$ cat src/logic/dma_params.svh
// Channel count and bus widths for the DMA controller
`ifndef DMA_PARAMS_SVH
`define DMA_PARAMS_SVH

// Fixed by the register address map
`define DMA_CHANNELS 4

// Per-channel address and word count registers
`define DMA_ADDR_W 16
`define DMA_COUNT_W 16

// Host register port
`define DMA_DATA_W 8
`define DMA_REG_ADDR_W 4

`endif

$ cat src/logic/dma_pkg.sv
// Register command, transfer type and engine state enums for the DMA controller
`default_nettype none

package dma_pkg;

    // One decoded host register operation
    typedef enum logic [3:0] {
        cmd_none,
        cmd_wr_base_addr,
        cmd_wr_base_count,
        cmd_rd_cur_addr,
        cmd_rd_cur_count,
        cmd_wr_command,
        cmd_rd_status,
        cmd_wr_request,
        cmd_wr_single_mask,
        cmd_wr_mode,
        cmd_wr_all_mask,
        cmd_clr_byte_ptr,
        cmd_master_clear,
        cmd_clr_mask
    } reg_cmd_e;

    // Mode bits 3:2, 2'b11 is illegal
    typedef enum logic [1:0] {
        xfer_verify = 2'b00,
        xfer_write  = 2'b01,
        xfer_read   = 2'b10
    } xfer_type_e;

    typedef enum logic [1:0] {
        st_idle,
        st_address,
        st_grant
    } engine_state_e;

endpackage

`default_nettype wire

$ cat src/logic/dma_reg_if.sv
// Decoder-to-register and register-to-engine interfaces with their modports
`default_nettype none
`include "dma_params.svh"

interface dma_cmd_if;
    dma_pkg::reg_cmd_e        cmd;
    logic [1:0]               channel;
    logic [`DMA_DATA_W-1:0]   wdata;
    // Pulses once after a host read finishes
    logic                     read_end;
    logic [`DMA_DATA_W-1:0]   rdata;

    modport decoder (
        output cmd, channel, wdata, read_end,
        input  rdata
    );

    modport regs (
        input  cmd, channel, wdata, read_end,
        output rdata
    );
endinterface

interface dma_chan_if;
    logic [`DMA_CHANNELS-1:0] ready;
    logic [`DMA_ADDR_W-1:0]   current_address;
    dma_pkg::xfer_type_e      xfer_type;
    logic                     terminal;
    logic [1:0]               select;
    logic                     step;
    logic                     busy;

    modport regs (
        output ready, current_address, xfer_type, terminal,
        input  select, step
    );

    modport engine (
        input  ready, current_address, xfer_type, terminal,
        output select, step, busy
    );
endinterface

`default_nettype wire

$ cat src/logic/dma_bus_control.sv
// Host bus decoder that turns strobes and register address into register commands
`default_nettype none
`include "dma_params.svh"

module dma_bus_control (
    input  wire logic                       clock,
    input  wire logic                       reset,
    input  wire logic                       chip_select_n,
    input  wire logic                       io_read_n,
    input  wire logic                       io_write_n,
    input  wire logic [`DMA_REG_ADDR_W-1:0] address,
    input  wire logic [`DMA_DATA_W-1:0]     data_in,
    input  wire logic                       lock,
    dma_cmd_if.decoder                      cmd_bus
);

    logic                       write_active;
    logic                       write_q;
    logic                       write_fire;
    logic                       read_active;
    logic                       read_q;
    logic                       read_end;
    logic [`DMA_DATA_W-1:0]     wr_data;
    logic [`DMA_REG_ADDR_W-1:0] wr_address;
    logic [`DMA_REG_ADDR_W-1:0] rd_address;

    // Reads and writes at the same address mean different registers
    function automatic dma_pkg::reg_cmd_e decode(input logic [3:0] a, input logic wr);
        dma_pkg::reg_cmd_e c;
        c = dma_pkg::cmd_none;
        if (!a[3]) begin
            if (wr) begin
                c = a[0] ? dma_pkg::cmd_wr_base_count : dma_pkg::cmd_wr_base_addr;
            end else begin
                c = a[0] ? dma_pkg::cmd_rd_cur_count : dma_pkg::cmd_rd_cur_addr;
            end
        end else if (wr) begin
            case (a[2:0])
                3'd0: c = dma_pkg::cmd_wr_command;
                3'd1: c = dma_pkg::cmd_wr_request;
                3'd2: c = dma_pkg::cmd_wr_single_mask;
                3'd3: c = dma_pkg::cmd_wr_mode;
                3'd4: c = dma_pkg::cmd_clr_byte_ptr;
                3'd5: c = dma_pkg::cmd_master_clear;
                3'd6: c = dma_pkg::cmd_clr_mask;
                3'd7: c = dma_pkg::cmd_wr_all_mask;
            endcase
        end else if (a[2:0] == 3'd0) begin
            c = dma_pkg::cmd_rd_status;
        end
        return c;
    endfunction

    assign write_active = ~chip_select_n & ~io_write_n;
    assign read_active  = ~chip_select_n & ~io_read_n & ~lock;

    // Hold data and address while the write strobe is low
    always_ff @(posedge clock) begin
        if (write_active) begin
            wr_data    <= data_in;
            wr_address <= address;
        end
        if (read_active) begin
            rd_address <= address;
        end
    end

    // Strobe edge detection, writes ending under lock are dropped
    always_ff @(posedge clock or posedge reset) begin
        if (reset) begin
            write_q    <= 1'b0;
            write_fire <= 1'b0;
            read_q     <= 1'b0;
            read_end   <= 1'b0;
        end else begin
            write_q    <= write_active;
            write_fire <= write_q & io_write_n & ~lock;
            read_q     <= read_active;
            read_end   <= read_q & io_read_n & ~lock;
        end
    end

    always_comb begin
        cmd_bus.cmd     = dma_pkg::cmd_none;
        cmd_bus.channel = 2'd0;
        if (write_fire) begin
            cmd_bus.cmd     = decode(wr_address, 1'b1);
            cmd_bus.channel = wr_address[2:1];
        end else if (read_active) begin
            cmd_bus.cmd     = decode(address, 1'b0);
            cmd_bus.channel = address[2:1];
        end else if (read_end) begin
            // Repeat the finished read so the register file can act on it
            cmd_bus.cmd     = decode(rd_address, 1'b0);
            cmd_bus.channel = rd_address[2:1];
        end
    end

    assign cmd_bus.wdata    = wr_data;
    assign cmd_bus.read_end = read_end;

endmodule

`default_nettype wire

$ cat src/logic/dma_channel_regs.sv
// Channel address and count registers, mode, mask, request, status and read-back mux
`default_nettype none
`include "dma_params.svh"

module dma_channel_regs (
    input  wire logic                     clock,
    input  wire logic                     reset,
    dma_cmd_if.regs                       cmd_bus,
    dma_chan_if.regs                      chan_bus,
    input  wire logic [`DMA_CHANNELS-1:0] dreq,
    output logic [`DMA_DATA_W-1:0]        data_out
);

    logic [`DMA_ADDR_W-1:0]   base_addr  [`DMA_CHANNELS];
    logic [`DMA_ADDR_W-1:0]   cur_addr   [`DMA_CHANNELS];
    logic [`DMA_COUNT_W-1:0]  base_count [`DMA_CHANNELS];
    logic [`DMA_COUNT_W-1:0]  cur_count  [`DMA_CHANNELS];
    // Mode bits 5:2 only: decrement, autoinit, transfer type
    logic [3:0]               mode_q     [`DMA_CHANNELS];
    logic [`DMA_CHANNELS-1:0] mask;
    logic [`DMA_CHANNELS-1:0] request;
    logic [`DMA_CHANNELS-1:0] tc;
    logic                     ctrl_disable;
    logic                     byte_ptr;
    logic [1:0]               ch;
    logic [1:0]               sel;
    logic [1:0]               tgt;
    logic [3:0]               byte_lsb;
    logic                     master_clear;
    logic                     count_zero;
    logic                     autoinit;
    logic                     decrement;

    assign ch           = cmd_bus.channel;
    assign sel          = chan_bus.select;
    // Mode, request and single mask carry their channel in data bits 1:0
    assign tgt          = cmd_bus.wdata[1:0];
    assign byte_lsb     = {byte_ptr, 3'b000};
    assign master_clear = (cmd_bus.cmd == dma_pkg::cmd_master_clear);
    assign count_zero   = (cur_count[sel] == '0);
    assign autoinit     = mode_q[sel][2];
    assign decrement    = mode_q[sel][3];

    // Control registers
    always_ff @(posedge clock or posedge reset) begin
        if (reset) begin
            mask         <= '1;
            request      <= '0;
            tc           <= '0;
            ctrl_disable <= 1'b0;
            byte_ptr     <= 1'b0;
            for (int i = 0; i < `DMA_CHANNELS; i++) begin
                mode_q[i] <= 4'd0;
            end
        end else if (master_clear) begin
            mask         <= '1;
            request      <= '0;
            tc           <= '0;
            ctrl_disable <= 1'b0;
            byte_ptr     <= 1'b0;
            for (int i = 0; i < `DMA_CHANNELS; i++) begin
                mode_q[i] <= 4'd0;
            end
        end else begin
            case (cmd_bus.cmd)
                dma_pkg::cmd_wr_base_addr,
                dma_pkg::cmd_wr_base_count:  byte_ptr <= ~byte_ptr;
                dma_pkg::cmd_rd_cur_addr,
                dma_pkg::cmd_rd_cur_count: begin
                    if (cmd_bus.read_end) begin
                        byte_ptr <= ~byte_ptr;
                    end
                end
                dma_pkg::cmd_rd_status: begin
                    if (cmd_bus.read_end) begin
                        tc <= '0;
                    end
                end
                dma_pkg::cmd_wr_command:     ctrl_disable <= cmd_bus.wdata[2];
                dma_pkg::cmd_wr_request:     request[tgt] <= cmd_bus.wdata[2];
                dma_pkg::cmd_wr_single_mask: mask[tgt] <= cmd_bus.wdata[2];
                dma_pkg::cmd_wr_mode:        mode_q[tgt] <= cmd_bus.wdata[5:2];
                dma_pkg::cmd_wr_all_mask:    mask <= cmd_bus.wdata[3:0];
                dma_pkg::cmd_clr_mask:       mask <= '0;
                dma_pkg::cmd_clr_byte_ptr:   byte_ptr <= 1'b0;
                default: ;
            endcase
            // Terminal count wins over a status read in the same cycle
            if (chan_bus.step && count_zero) begin
                tc[sel]      <= 1'b1;
                request[sel] <= 1'b0;
                if (!autoinit) begin
                    mask[sel] <= 1'b1;
                end
            end
        end
    end

    // Address and count registers
    always_ff @(posedge clock or posedge reset) begin
        if (reset) begin
            for (int i = 0; i < `DMA_CHANNELS; i++) begin
                base_addr[i]  <= '0;
                cur_addr[i]   <= '0;
                base_count[i] <= '0;
                cur_count[i]  <= '0;
            end
        end else if (master_clear) begin
            for (int i = 0; i < `DMA_CHANNELS; i++) begin
                base_addr[i]  <= '0;
                cur_addr[i]   <= '0;
                base_count[i] <= '0;
                cur_count[i]  <= '0;
            end
        end else begin
            if (cmd_bus.cmd == dma_pkg::cmd_wr_base_addr) begin
                base_addr[ch][byte_lsb +: `DMA_DATA_W] <= cmd_bus.wdata;
                cur_addr[ch][byte_lsb +: `DMA_DATA_W]  <= cmd_bus.wdata;
            end
            if (cmd_bus.cmd == dma_pkg::cmd_wr_base_count) begin
                base_count[ch][byte_lsb +: `DMA_DATA_W] <= cmd_bus.wdata;
                cur_count[ch][byte_lsb +: `DMA_DATA_W]  <= cmd_bus.wdata;
            end
            if (chan_bus.step) begin
                if (count_zero && autoinit) begin
                    cur_addr[sel]  <= base_addr[sel];
                    cur_count[sel] <= base_count[sel];
                end else begin
                    cur_addr[sel]  <= decrement ? cur_addr[sel] - 1'b1 : cur_addr[sel] + 1'b1;
                    cur_count[sel] <= cur_count[sel] - 1'b1;
                end
            end
        end
    end

    always_comb begin
        case (cmd_bus.cmd)
            dma_pkg::cmd_rd_cur_addr:  cmd_bus.rdata = cur_addr[ch][byte_lsb +: `DMA_DATA_W];
            dma_pkg::cmd_rd_cur_count: cmd_bus.rdata = cur_count[ch][byte_lsb +: `DMA_DATA_W];
            dma_pkg::cmd_rd_status:    cmd_bus.rdata = {dreq, tc};
            default:                   cmd_bus.rdata = '0;
        endcase
    end

    assign data_out = cmd_bus.rdata;

    assign chan_bus.ready           = (dreq | request) & ~mask & {`DMA_CHANNELS{~ctrl_disable}};
    assign chan_bus.current_address = cur_addr[sel];
    assign chan_bus.xfer_type       = dma_pkg::xfer_type_e'(mode_q[sel][1:0]);
    assign chan_bus.terminal        = count_zero;

endmodule

`default_nettype wire

$ cat src/logic/dma_top.sv
// DMA controller top level joining the bus decoder, register file and transfer engine
`default_nettype none
`include "dma_params.svh"

module dma_top (
    input  wire logic                       clock,
    input  wire logic                       reset,
    // Host register port
    input  wire logic                       chip_select_n,
    input  wire logic                       io_read_n,
    input  wire logic                       io_write_n,
    input  wire logic [`DMA_REG_ADDR_W-1:0] address,
    input  wire logic [`DMA_DATA_W-1:0]     data_in,
    output logic [`DMA_DATA_W-1:0]          data_out,
    // Peripheral handshake
    input  wire logic [`DMA_CHANNELS-1:0]   dreq,
    output logic [`DMA_CHANNELS-1:0]        dack,
    // Memory side
    output logic                            aen,
    output logic [`DMA_ADDR_W-1:0]          mem_address,
    output logic                            mem_read,
    output logic                            mem_write,
    output logic                            terminal_count
);

    dma_cmd_if  cmd_bus ();
    dma_chan_if chan_bus ();

    dma_bus_control bus_control0 (
        .clock         (clock),
        .reset         (reset),
        .chip_select_n (chip_select_n),
        .io_read_n     (io_read_n),
        .io_write_n    (io_write_n),
        .address       (address),
        .data_in       (data_in),
        .lock          (chan_bus.busy),
        .cmd_bus       (cmd_bus.decoder)
    );

    dma_channel_regs channel_regs0 (
        .clock    (clock),
        .reset    (reset),
        .cmd_bus  (cmd_bus.regs),
        .chan_bus (chan_bus.regs),
        .dreq     (dreq),
        .data_out (data_out)
    );

    dma_transfer_engine transfer_engine0 (
        .clock          (clock),
        .reset          (reset),
        .chan_bus       (chan_bus.engine),
        .dreq           (dreq),
        .dack           (dack),
        .aen            (aen),
        .mem_address    (mem_address),
        .mem_read       (mem_read),
        .mem_write      (mem_write),
        .terminal_count (terminal_count)
    );

endmodule

`default_nettype wire

$ cat src/logic/dma_transfer_engine.sv
// Transfer FSM with fixed priority and the four-phase dreq/dack handshake
`default_nettype none
`include "dma_params.svh"

module dma_transfer_engine (
    input  wire logic                     clock,
    input  wire logic                     reset,
    dma_chan_if.engine                    chan_bus,
    input  wire logic [`DMA_CHANNELS-1:0] dreq,
    output logic [`DMA_CHANNELS-1:0]      dack,
    output logic                          aen,
    output logic [`DMA_ADDR_W-1:0]        mem_address,
    output logic                          mem_read,
    output logic                          mem_write,
    output logic                          terminal_count
);

    dma_pkg::engine_state_e state;
    logic [1:0]             sel;
    logic [1:0]             pick;
    logic [`DMA_ADDR_W-1:0] address_q;
    logic                   tc_q;
    logic                   in_grant;

    // Channel 0 has the highest priority
    always_comb begin
        pick = 2'd0;
        for (int i = `DMA_CHANNELS - 1; i >= 0; i--) begin
            if (chan_bus.ready[i]) begin
                pick = i[1:0];
            end
        end
    end

    always_ff @(posedge clock or posedge reset) begin
        if (reset) begin
            state <= dma_pkg::st_idle;
            sel   <= 2'd0;
            tc_q  <= 1'b0;
        end else begin
            case (state)
                dma_pkg::st_idle: begin
                    if (|chan_bus.ready) begin
                        sel   <= pick;
                        state <= dma_pkg::st_address;
                    end
                end
                dma_pkg::st_address: begin
                    // Count as seen by the step that fires here
                    tc_q  <= chan_bus.terminal;
                    state <= dma_pkg::st_grant;
                end
                dma_pkg::st_grant: begin
                    if (!dreq[sel]) begin
                        state <= dma_pkg::st_idle;
                    end
                end
                default: state <= dma_pkg::st_idle;
            endcase
        end
    end

    // Current address moves on at the step, keep the one being served
    always_ff @(posedge clock) begin
        if (state == dma_pkg::st_address) begin
            address_q <= chan_bus.current_address;
        end
    end

    assign in_grant = (state == dma_pkg::st_grant);

    assign chan_bus.select = sel;
    assign chan_bus.step   = (state == dma_pkg::st_address);
    assign chan_bus.busy   = (state != dma_pkg::st_idle);

    assign dack           = in_grant ? (`DMA_CHANNELS'(1) << sel) : '0;
    assign aen            = (state != dma_pkg::st_idle);
    assign mem_read       = in_grant && (chan_bus.xfer_type == dma_pkg::xfer_read);
    assign mem_write      = in_grant && (chan_bus.xfer_type == dma_pkg::xfer_write);
    assign terminal_count = in_grant & tc_q;

    always_comb begin
        if (state == dma_pkg::st_address) begin
            mem_address = chan_bus.current_address;
        end else if (in_grant) begin
            mem_address = address_q;
        end else begin
            mem_address = '0;
        end
    end

endmodule

`default_nettype wire

$ cat config.mk
export PLATFORM = sky130hd
export DESIGN_NAME = dma_top
export DESIGN_NICKNAME = d
export VERILOG_FILES = /design/src/logic/dma_pkg.sv /design/src/logic/dma_reg_if.sv /design/src/logic/dma_bus_control.sv /design/src/logic/dma_channel_regs.sv /design/src/logic/dma_top.sv /design/src/logic/dma_transfer_engine.sv
export VERILOG_INCLUDE_DIRS = /design/src /design/src/logic
export SDC_FILE = /design/constraint.sdc
export NUM_CORES = 1
export LEC_CHECK = 0
export BUFFER_PORTS_ARGS = -buffer_cell sky130_fd_sc_hd__buf_4
export CAP_MARGIN = 40
export CELL_PAD_IN_SITES_DETAIL_PLACEMENT = 0
export CELL_PAD_IN_SITES_GLOBAL_PLACEMENT = 1
export CORE_ASPECT_RATIO = 0.9
export CORE_MARGIN = 2
export CORE_UTILIZATION = 35
export DETAILED_ROUTE_END_ITERATION = 8
export PLACE_DENSITY = 0.71
export SYNTH_ARGS = -nofsm -noshare
export SYNTH_HDL_FRONTEND = slang
export SYNTH_HIERARCHICAL = 1
export SYNTH_SLANG_ARGS = --single-unit
$ cat constraint.sdc
create_clock -name clock -period 11.3 [get_ports clock]
set_input_delay 0.565 -clock clock [delete_from_list [all_inputs] [get_ports clock]]
set_output_delay 0.565 -clock clock [all_outputs]
set_load 0.005 [all_outputs]
==> results by group, run 1 <==
Global route
  • First-pass GRT wire length: 99300 um
  • Initial antenna violation count: 1
  • Grt ovf: 0
  • Largest net degree at the start of global routing: 245
  • Vias in the first global route: 15900
  • Total GRT Usage: 23.4%

Floorplan
  • Die H: 224 um
  • Core area: 53000 um^2
  • Die W: 248 um
  • Initial core utilization: 35.4%
  • Row count: 80
  • Io pins: 53
  • Die area: 55500 um^2

Drt
  • Vias: 16000
  • Vias/cell: 6.10
  • Wire length per cell: 24.6 um
  • DRT antenna net count: 0
  • Final wirelength: 64400 um
  • Iter 0 DRT Violations: 1499
  • Number of remaining DRC errors: 0
  • TritonRoute pass-1 iters: 5

Synthesis
  • Main flop type after synthesis: dfrtp_1
  • Top-area cell type share of the netlist area: 38.8%
  • Most common cell in the netlist: nand2_1
  • Post-synth top cells: nand2_1 (420), dfrtp_1 (291), a21oi_1 (269), clkbuf_1 (116), mux4_2 (93)
  • Mapped Area: 18800 um^2
  • Synth Warn #: 6
  • Cell taking the most area after synthesis: dfrtp_1
  • Post-synthesis async set-or-reset flop share: 89.1%
  • Mapped Nets: 1951
  • Sequential fraction of the synthesis area: 44.9%
  • Syn Area/Cell: 9.81 um^2
  • Synth Instances: 1912
  • Post-synth EDFFs: 32
  • Yosys cell types: 96
  • FF+latch count, synth: 331
  • Ranking of synthesized cells by area: dfrtp_1 (39%), mux4_2 (11%), nand2_1 (8.4%), a21oi_1 (7.2%), edfxtp_1 (5.1%)

CTS
  • Post-CTS Setup Bufs: 0
  • CTS resizes: 0
  • CTS H-tree lvls: 2
  • Clk_lat worst skew: 0.56 ns
  • Max clock buf depth: 3
  • CTS buffer count: 40
  • CTS tree: done
  • Clock sinks: 331
  • Clock root buffer: clkbuf_16
  • CTS clk-pin slew, worst paths: 0.06 ns

Timing
  • Setup Viol. Count Final: 0
  • Worst-margin pin slew: 1.31 ns
  • Post-route minimum period: 4.85 ns
  • RSZ-0062 raised after global routing: false
  • Setup Skew: 0.0102 ns
  • Pins Over Slew Limit: 0
  • Setup TNS: 0 ns
  • Fmax: 206 MHz
  • Fin crit share: 42.9%
  • Slew Limit Headroom: 12.4%
  • Final hold viol count: 0

Power
  • Pleak: 0.00895 uW
  • Sw power: 2390 uW
  • Clock power share: 21.8%
  • Sequential share of power: 32.9%
  • Switching share of power: 40.6%
  • Maximum vdd ir drop: 0.000131 V
  • Combinational power share: 45.4%
  • Internal: 3500 uW
  • Pwr/cell area: 277 nW/um^2

Finish
  • Post-Layout Cell Count: 2618
  • Share of post-route cells with drive strength above 1: 16.0%
  • Area Overhead vs Synth: 13.2%
  • Net count, final: 1933
  • ANT cells: 0

Setup path
  • Worst R2R Path Depth: 10
  • CP Max Fanout: 12
  • WS Path Type: register to output port
  • Critical path endpoint category: output port
  • Req. time, crit path: 10.74 ns
  • Crit path DAT: 4.28 ns
  • Startpoint types: register

Placed design
  • Placer congestion estimate: 0.847
  • Dpl hpwl: 40400 um
  • Placed instance count: 2548
  • Port bufs: 52

Worst hold path
  • Worst Hold Class: primary input to register
  • WHS Path Cells: 1

Flow run
  • Max cap viols: 0

Run status
  • Status: finished, final reports clean
## routing by layer
layer | vias up | wire length, um | global-route usage [%]
met5 | - | 7 | 0
met4 | 2 | 1780 | 6.99
met3 | 135 | 4880 | 4.60
met2 | 690 | 29500 | 36.3
met1 | 8132 | 28200 | 33.2
li1 | 7001 | - | -
## repair_timing
action	4_1_cts	5_1_grt
endpoints found under the setup margin	0	0
hold endpoints to repair	26	0
hold buffers	1	0
## per-stage QoR
step	utilization [%]	hold WS, ns	worst slack (ns)	power [uW]	instance area, um^2
floorplan	-	0.331	2.85	3730	18800
global placement	37.1	0.454	6.33	4490	19700
detailed placement	37.7	0.451	6.59	4570	20000
CTS	40.1	0.160	6.47	5860	21200
global route	40.1	0.163	6.08	6230	21200
finish	40.1	0.177	6.45	5890	21200
## layout by cell type (no fill, tap or decap), types with 17 or more instances in the layout
cell type  instances
nor2_1            74
nand2_1          420
mux4_2            93
edfxtp_1          32
dfrtp_1          289
a21oi_1          269
o21ai_0           22
buf_4             88
a31oi_1           20
and3_1            23
clkbuf_16         42
a221oi_1          34
a211oi_1          39
nand3_1           46
mux2i_1           44
ha_1              17
## logic make-up (layout without fill, tap and decap cells)
kind of cell / count (synthesis) / in the layout / synth area share [%]
fa+ha+maj: 18 / 18 / 1.24
simple gates: 666 / 666 / 16.2
compound gates: 551 / 551 / 18.5
mux: 143 / 143 / 13.9
xor+xnor: 23 / 23 / 1.07
buf+inv: 180 / 189 / 4.16
flops: 331 / 331 / 44.9
## worst max-delay path, stage by stage (launching register included)
cell and delay (ns):
dfrtp_1 0.43, or2_1 0.43, nor3_4 0.49, nor3b_1 0.23, o31a_1 0.49, inv_1 0.22
nor3b_1 0.80, a22oi_1 0.36, nand2_1 0.15, buf_4 0.12
## worst paths after layout
path                                                      from  slack [ns]                            end
min in group asynchronous                                reset        0.49        bus_control0/write_fire
max reg2reg                transfer_engine0/chan_bus.select[0]        6.60     channel_regs0/cur_addr[30]
min reg2reg                            channel_regs0/mode_q[2]        0.46          channel_regs0/mask[3]
max in group asynchronous                                reset        9.14    channel_regs0/cur_count[50]
min                                                 data_in[3]        0.18  bus_control0/cmd_bus.wdata[3]
max                                  transfer_engine0/state[1]        6.45                    data_out[5]
## registers in the layout (all words and copies together), names as in the netlist, 2 cells and up, named ones only
name / cells
bus_control0/cmd_bus.wdata: 8
bus_control0/rd_address: 4
bus_control0/wr_address: 4
channel_regs0/base_addr: 64
channel_regs0/base_count: 64
channel_regs0/cur_addr: 64
channel_regs0/cur_count: 64
channel_regs0/mask: 4
channel_regs0/mode_q: 16
channel_regs0/request: 4
channel_regs0/tc: 4
transfer_engine0/address_q: 16
transfer_engine0/chan_bus.select: 2
transfer_engine0/state: 2
## power groups by stage
stage / Combinational, uW / Clock [uW] / Sequential [uW]
2_1_floorplan: 1940 / 0 / 1790
3_3_place_gp: 2530 / 0 / 1950
3_5_place_dp: 2630 / 0 / 1940
4_1_cts: 2640 / 1300 / 1920
5_1_grt: 2900 / 1340 / 1980
6_report: 2670 / 1280 / 1930
## cell type report
| type | count | area (um^2) |
|---|---|---|
| clock buffer | 58 | 1150 |
| clock inverter | 11 | 111 |
| fill | 5147 | 31700 |
| inverter | 15 | 63.8 |
| multi-input combinational | 1401 | 9620 |
| sequential | 331 | 8440 |
| tap | 697 | 872 |
| timing repair buffer | 105 | 985 |
Note: power is estimated with default switching activity, not from simulation.
==> run 2: changes to the inputs <==
- ABC_AREA: unset -> 1
- PLACE_DENSITY: 0.71 -> 0.78
- clock period: 11.3 -> 4.2 ns (I/O delays scaled with it)
==> results by group, run 2 <==
Power
  • Sw power: 11300 uW
  • Switching share of power: 52.5%
  • Pleak: 0.0120 uW
  • Sequential share of power: 25.3%
  • Maximum vdd ir drop: 0.000662 V
  • Pwr/cell area: 892 nW/um^2
  • Combinational power share: 58.0%
  • Internal: 10200 uW
  • Clock power share: 16.7%

Setup path
  • Startpoint types: register
  • Critical path endpoint category: output port
  • CP Max Fanout: 13
  • Req. time, crit path: 3.99 ns
  • Crit path DAT: 3.81 ns
  • WS Path Type: register to output port
  • R2R Setup Slk: 0.43 ns

Worst hold path
  • Worst Hold Class: primary input to register

Timing
  • Setup WS post-layout: 0.176 ns
  • Pins Over Slew Limit: 0
  • Setup Viol. Count Final: 0
  • Post-route minimum period: 4.02 ns
  • Fin crit share: 95.8%
  • Slew Limit Headroom: 41.8%
  • Final hold viol count: 0
  • RSZ-0062 raised after global routing: true
  • Fmax: 249 MHz
  • Setup TNS: 0 ns
  • Worst-margin pin slew: 0.872 ns
  • Setup Skew: 0.0334 ns

Floorplan
  • Initial core utilization: 35.4%
  • Io pins: 53
  • Core area: 59800 um^2
  • Row count: 85
  • Die H: 237 um
  • Die area: 62400 um^2
  • Die W: 263 um

CTS
  • CTS buffer count: 39
  • CTS H-tree lvls: 2
  • Clk_lat worst skew: 0.59 ns
  • Max clock buf depth: 3
  • Clock sinks: 331
  • CTS clk-pin slew, worst paths: 0.06 ns
  • Clock root buffer: clkbuf_16
  • CTS tree: done

Global route
  • Initial antenna violation count: 0
  • Largest net degree at the start of global routing: 100
  • Grt ovf: 0
  • First-pass GRT wire length: 141000 um
  • Total GRT Usage: 29.9%
  • Vias in the first global route: 21400

Placed design
  • Port bufs: 52
  • Setup WS pre-CTS: 0.556 ns
  • Placer congestion estimate: 0.993
  • Placed instance count: 3894
  • Post-detailed-placement cell area: 22700 um^2
  • Dpl hpwl: 65700 um

Synthesis
  • Post-synthesis async set-or-reset flop share: 89.1%
  • Sequential fraction of the synthesis area: 39.9%
  • Yosys cell types: 61
  • Main flop type after synthesis: dfrtp_1
  • Post-synth top cells: nand2_1 (1110), dfrtp_1 (291), nor2_1 (270), inv_1 (262), nand3_1 (213)
  • Synth Warn #: 6
  • Syn Area/Cell: 6.76 um^2
  • Most common cell in the netlist: nand2_1
  • Mapped Area: 21100 um^2
  • Ranking of synthesized cells by area: dfrtp_1 (34%), nand2_1 (20%), nand3_1 (5.0%), nor2_1 (4.8%), inv_1 (4.7%)
  • FF+latch count, synth: 331
  • Post-synth EDFFs: 32
  • Top-area cell type share of the netlist area: 34.4%
  • Synth Instances: 3129
  • Cell taking the most area after synthesis: dfrtp_1
  • Mapped Nets: 3168

Finish
  • Most common cell after layout, fill and taps aside: nand2_1
  • Commonest cells after routing, fill and taps aside: nand2_1 (1108), dfrtp_1 (290), nor2_1 (267)
  • Final instance area: 24200 um^2
  • Share of post-route cells with drive strength above 1: 9.41%
  • Post-Layout Cell Count: 3982
  • Post-layout util: 40.5%
  • Area Overhead vs Synth: 14.4%
  • Net count, final: 3208
  • ANT cells: 0

Drt
  • DRT antenna net count: 0
  • Wire length per cell: 23.7 um
  • Iter 0 DRT Violations: 3124
  • Final wirelength: 94300 um
  • Vias: 23100
  • Vias/cell: 5.79
  • TritonRoute pass-1 iters: 7
  • Number of remaining DRC errors: 0

Run status
  • Status: finished, final reports clean

Flow run
  • Max cap viols: 0
run 2: cell types whose count changed after synthesis, sizes merged, moves of 28 or more:
cell,previous run,this run
a21oi,271,173
o22ai,11,153
inv,15,275
nand4,6,39
nand3,48,215
nand2,421,1119
a22oi,12,42
mux2i,46,0
o21ai,41,182
mux4,93,0
nor2,76,292
a211oi,39,0
a221oi,35,7
run 2: worst paths after layout:
| kind | from | to | cells past startpoint |
|---|---|---|---|
| setup reg to reg | transfer_engine0/state[1] | channel_regs0/cur_addr[60] | 18 |
| hold reg to reg | channel_regs0/base_addr[4] | channel_regs0/base_addr[4] | 2 |
| setup / recovery | transfer_engine0/state[1] | data_out[2] | 17 |
| hold / removal | dreq[2] | transfer_engine0/state[1] | 7 |
| min in group asynchronous | reset | bus_control0/read_q | 3 |
| max in group asynchronous | reset | channel_regs0/base_count[55] | 4 |
run 2: logic make-up (layout without fill, tap and decap cells):
| kind of cell | Yosys count | after routing | share of synthesized area (%) |
|---|---|---|---|
| compound gates | 616 | 616 | 17.2 |
| xor+xnor | 4 | 4 | 0.166 |
| fa+ha+maj | 18 | 18 | 1.10 |
| buf+inv | 460 | 530 | 8.74 |
| flops | 331 | 331 | 39.9 |
| mux | 3 | 3 | 0.160 |
| simple gates | 1697 | 1697 | 32.8 |
run 2: timing repair:
| action | 4_1_cts | 5_1_grt |
|---|---|---|
| buffers inserted | 0 | 1 |
| endpoints found under the hold margin | 310 | 0 |
| hold buffers | 16 | 0 |
| resized for setup | 0 | 5 |
| endpoints found under the setup margin | 0 | 6 |
run 2: final cells by class:
class,instances,area [um^2]
Clock buffer,54,1120
Sequential cell,331,8430
Multi-Input combinational cell,2338,10900
Timing Repair Buffer,172,1460
Clock inverter,17,178
Tap cell,783,980
Inverter,287,1090
Fill cell,6378,35600
run 2: layer usage:
layer  vias to the layer above  wire, um  part of all wire (%)  global-route usage, %
met1                     10900     39300                    42                   41.9
li1                      10400         -                     -                      -
met2                      1468     38000                    40                   42.3
met5                         -         0                     0                      0
met4                         0      4710                   5.0                   14.0
met3                       276     12300                    13                   8.41
run 2: through the flow:
step / power [uW] / hold WS [ns]
floorplan: 13000 / -0.0239
global placement: 17400 / 0.150
detailed placement: 17400 / 0.150
CTS: 21100 / 0.0517
global route: 22900 / 0.105
finish: 21600 / 0.0640
run 2: worst max-delay path, cell delays in order, from the launching register on:
cell and delay, ns:
dfrtp_1 0.43, nor2_2 0.22, inv_1 0.16, inv_2 0.11, nand2_4 0.07, o21ai_1 0.12
nand2_1 0.06, nand2_1 0.21, inv_1 0.08, nand2_1 0.19, clkinvlp_4 0.20, buf_12 0.19
a22oi_1 0.13, nand3_1 0.09, o211ai_1 0.43, a21oi_1 0.18, a21o_1 0.20, buf_4 0.15
run 2: power groups by stage:
stage | Combinational [uW] | Sequential [uW] | Clock (uW)
after CTS | 12100 | 5410 | 3600
after detailed placement | 12000 | 5440 | 0
after floorplan | 7970 | 5010 | 0
final | 12500 | 5460 | 3590
after global placement | 12000 | 5450 | 0
after global routing | 13600 | 5550 | 3720
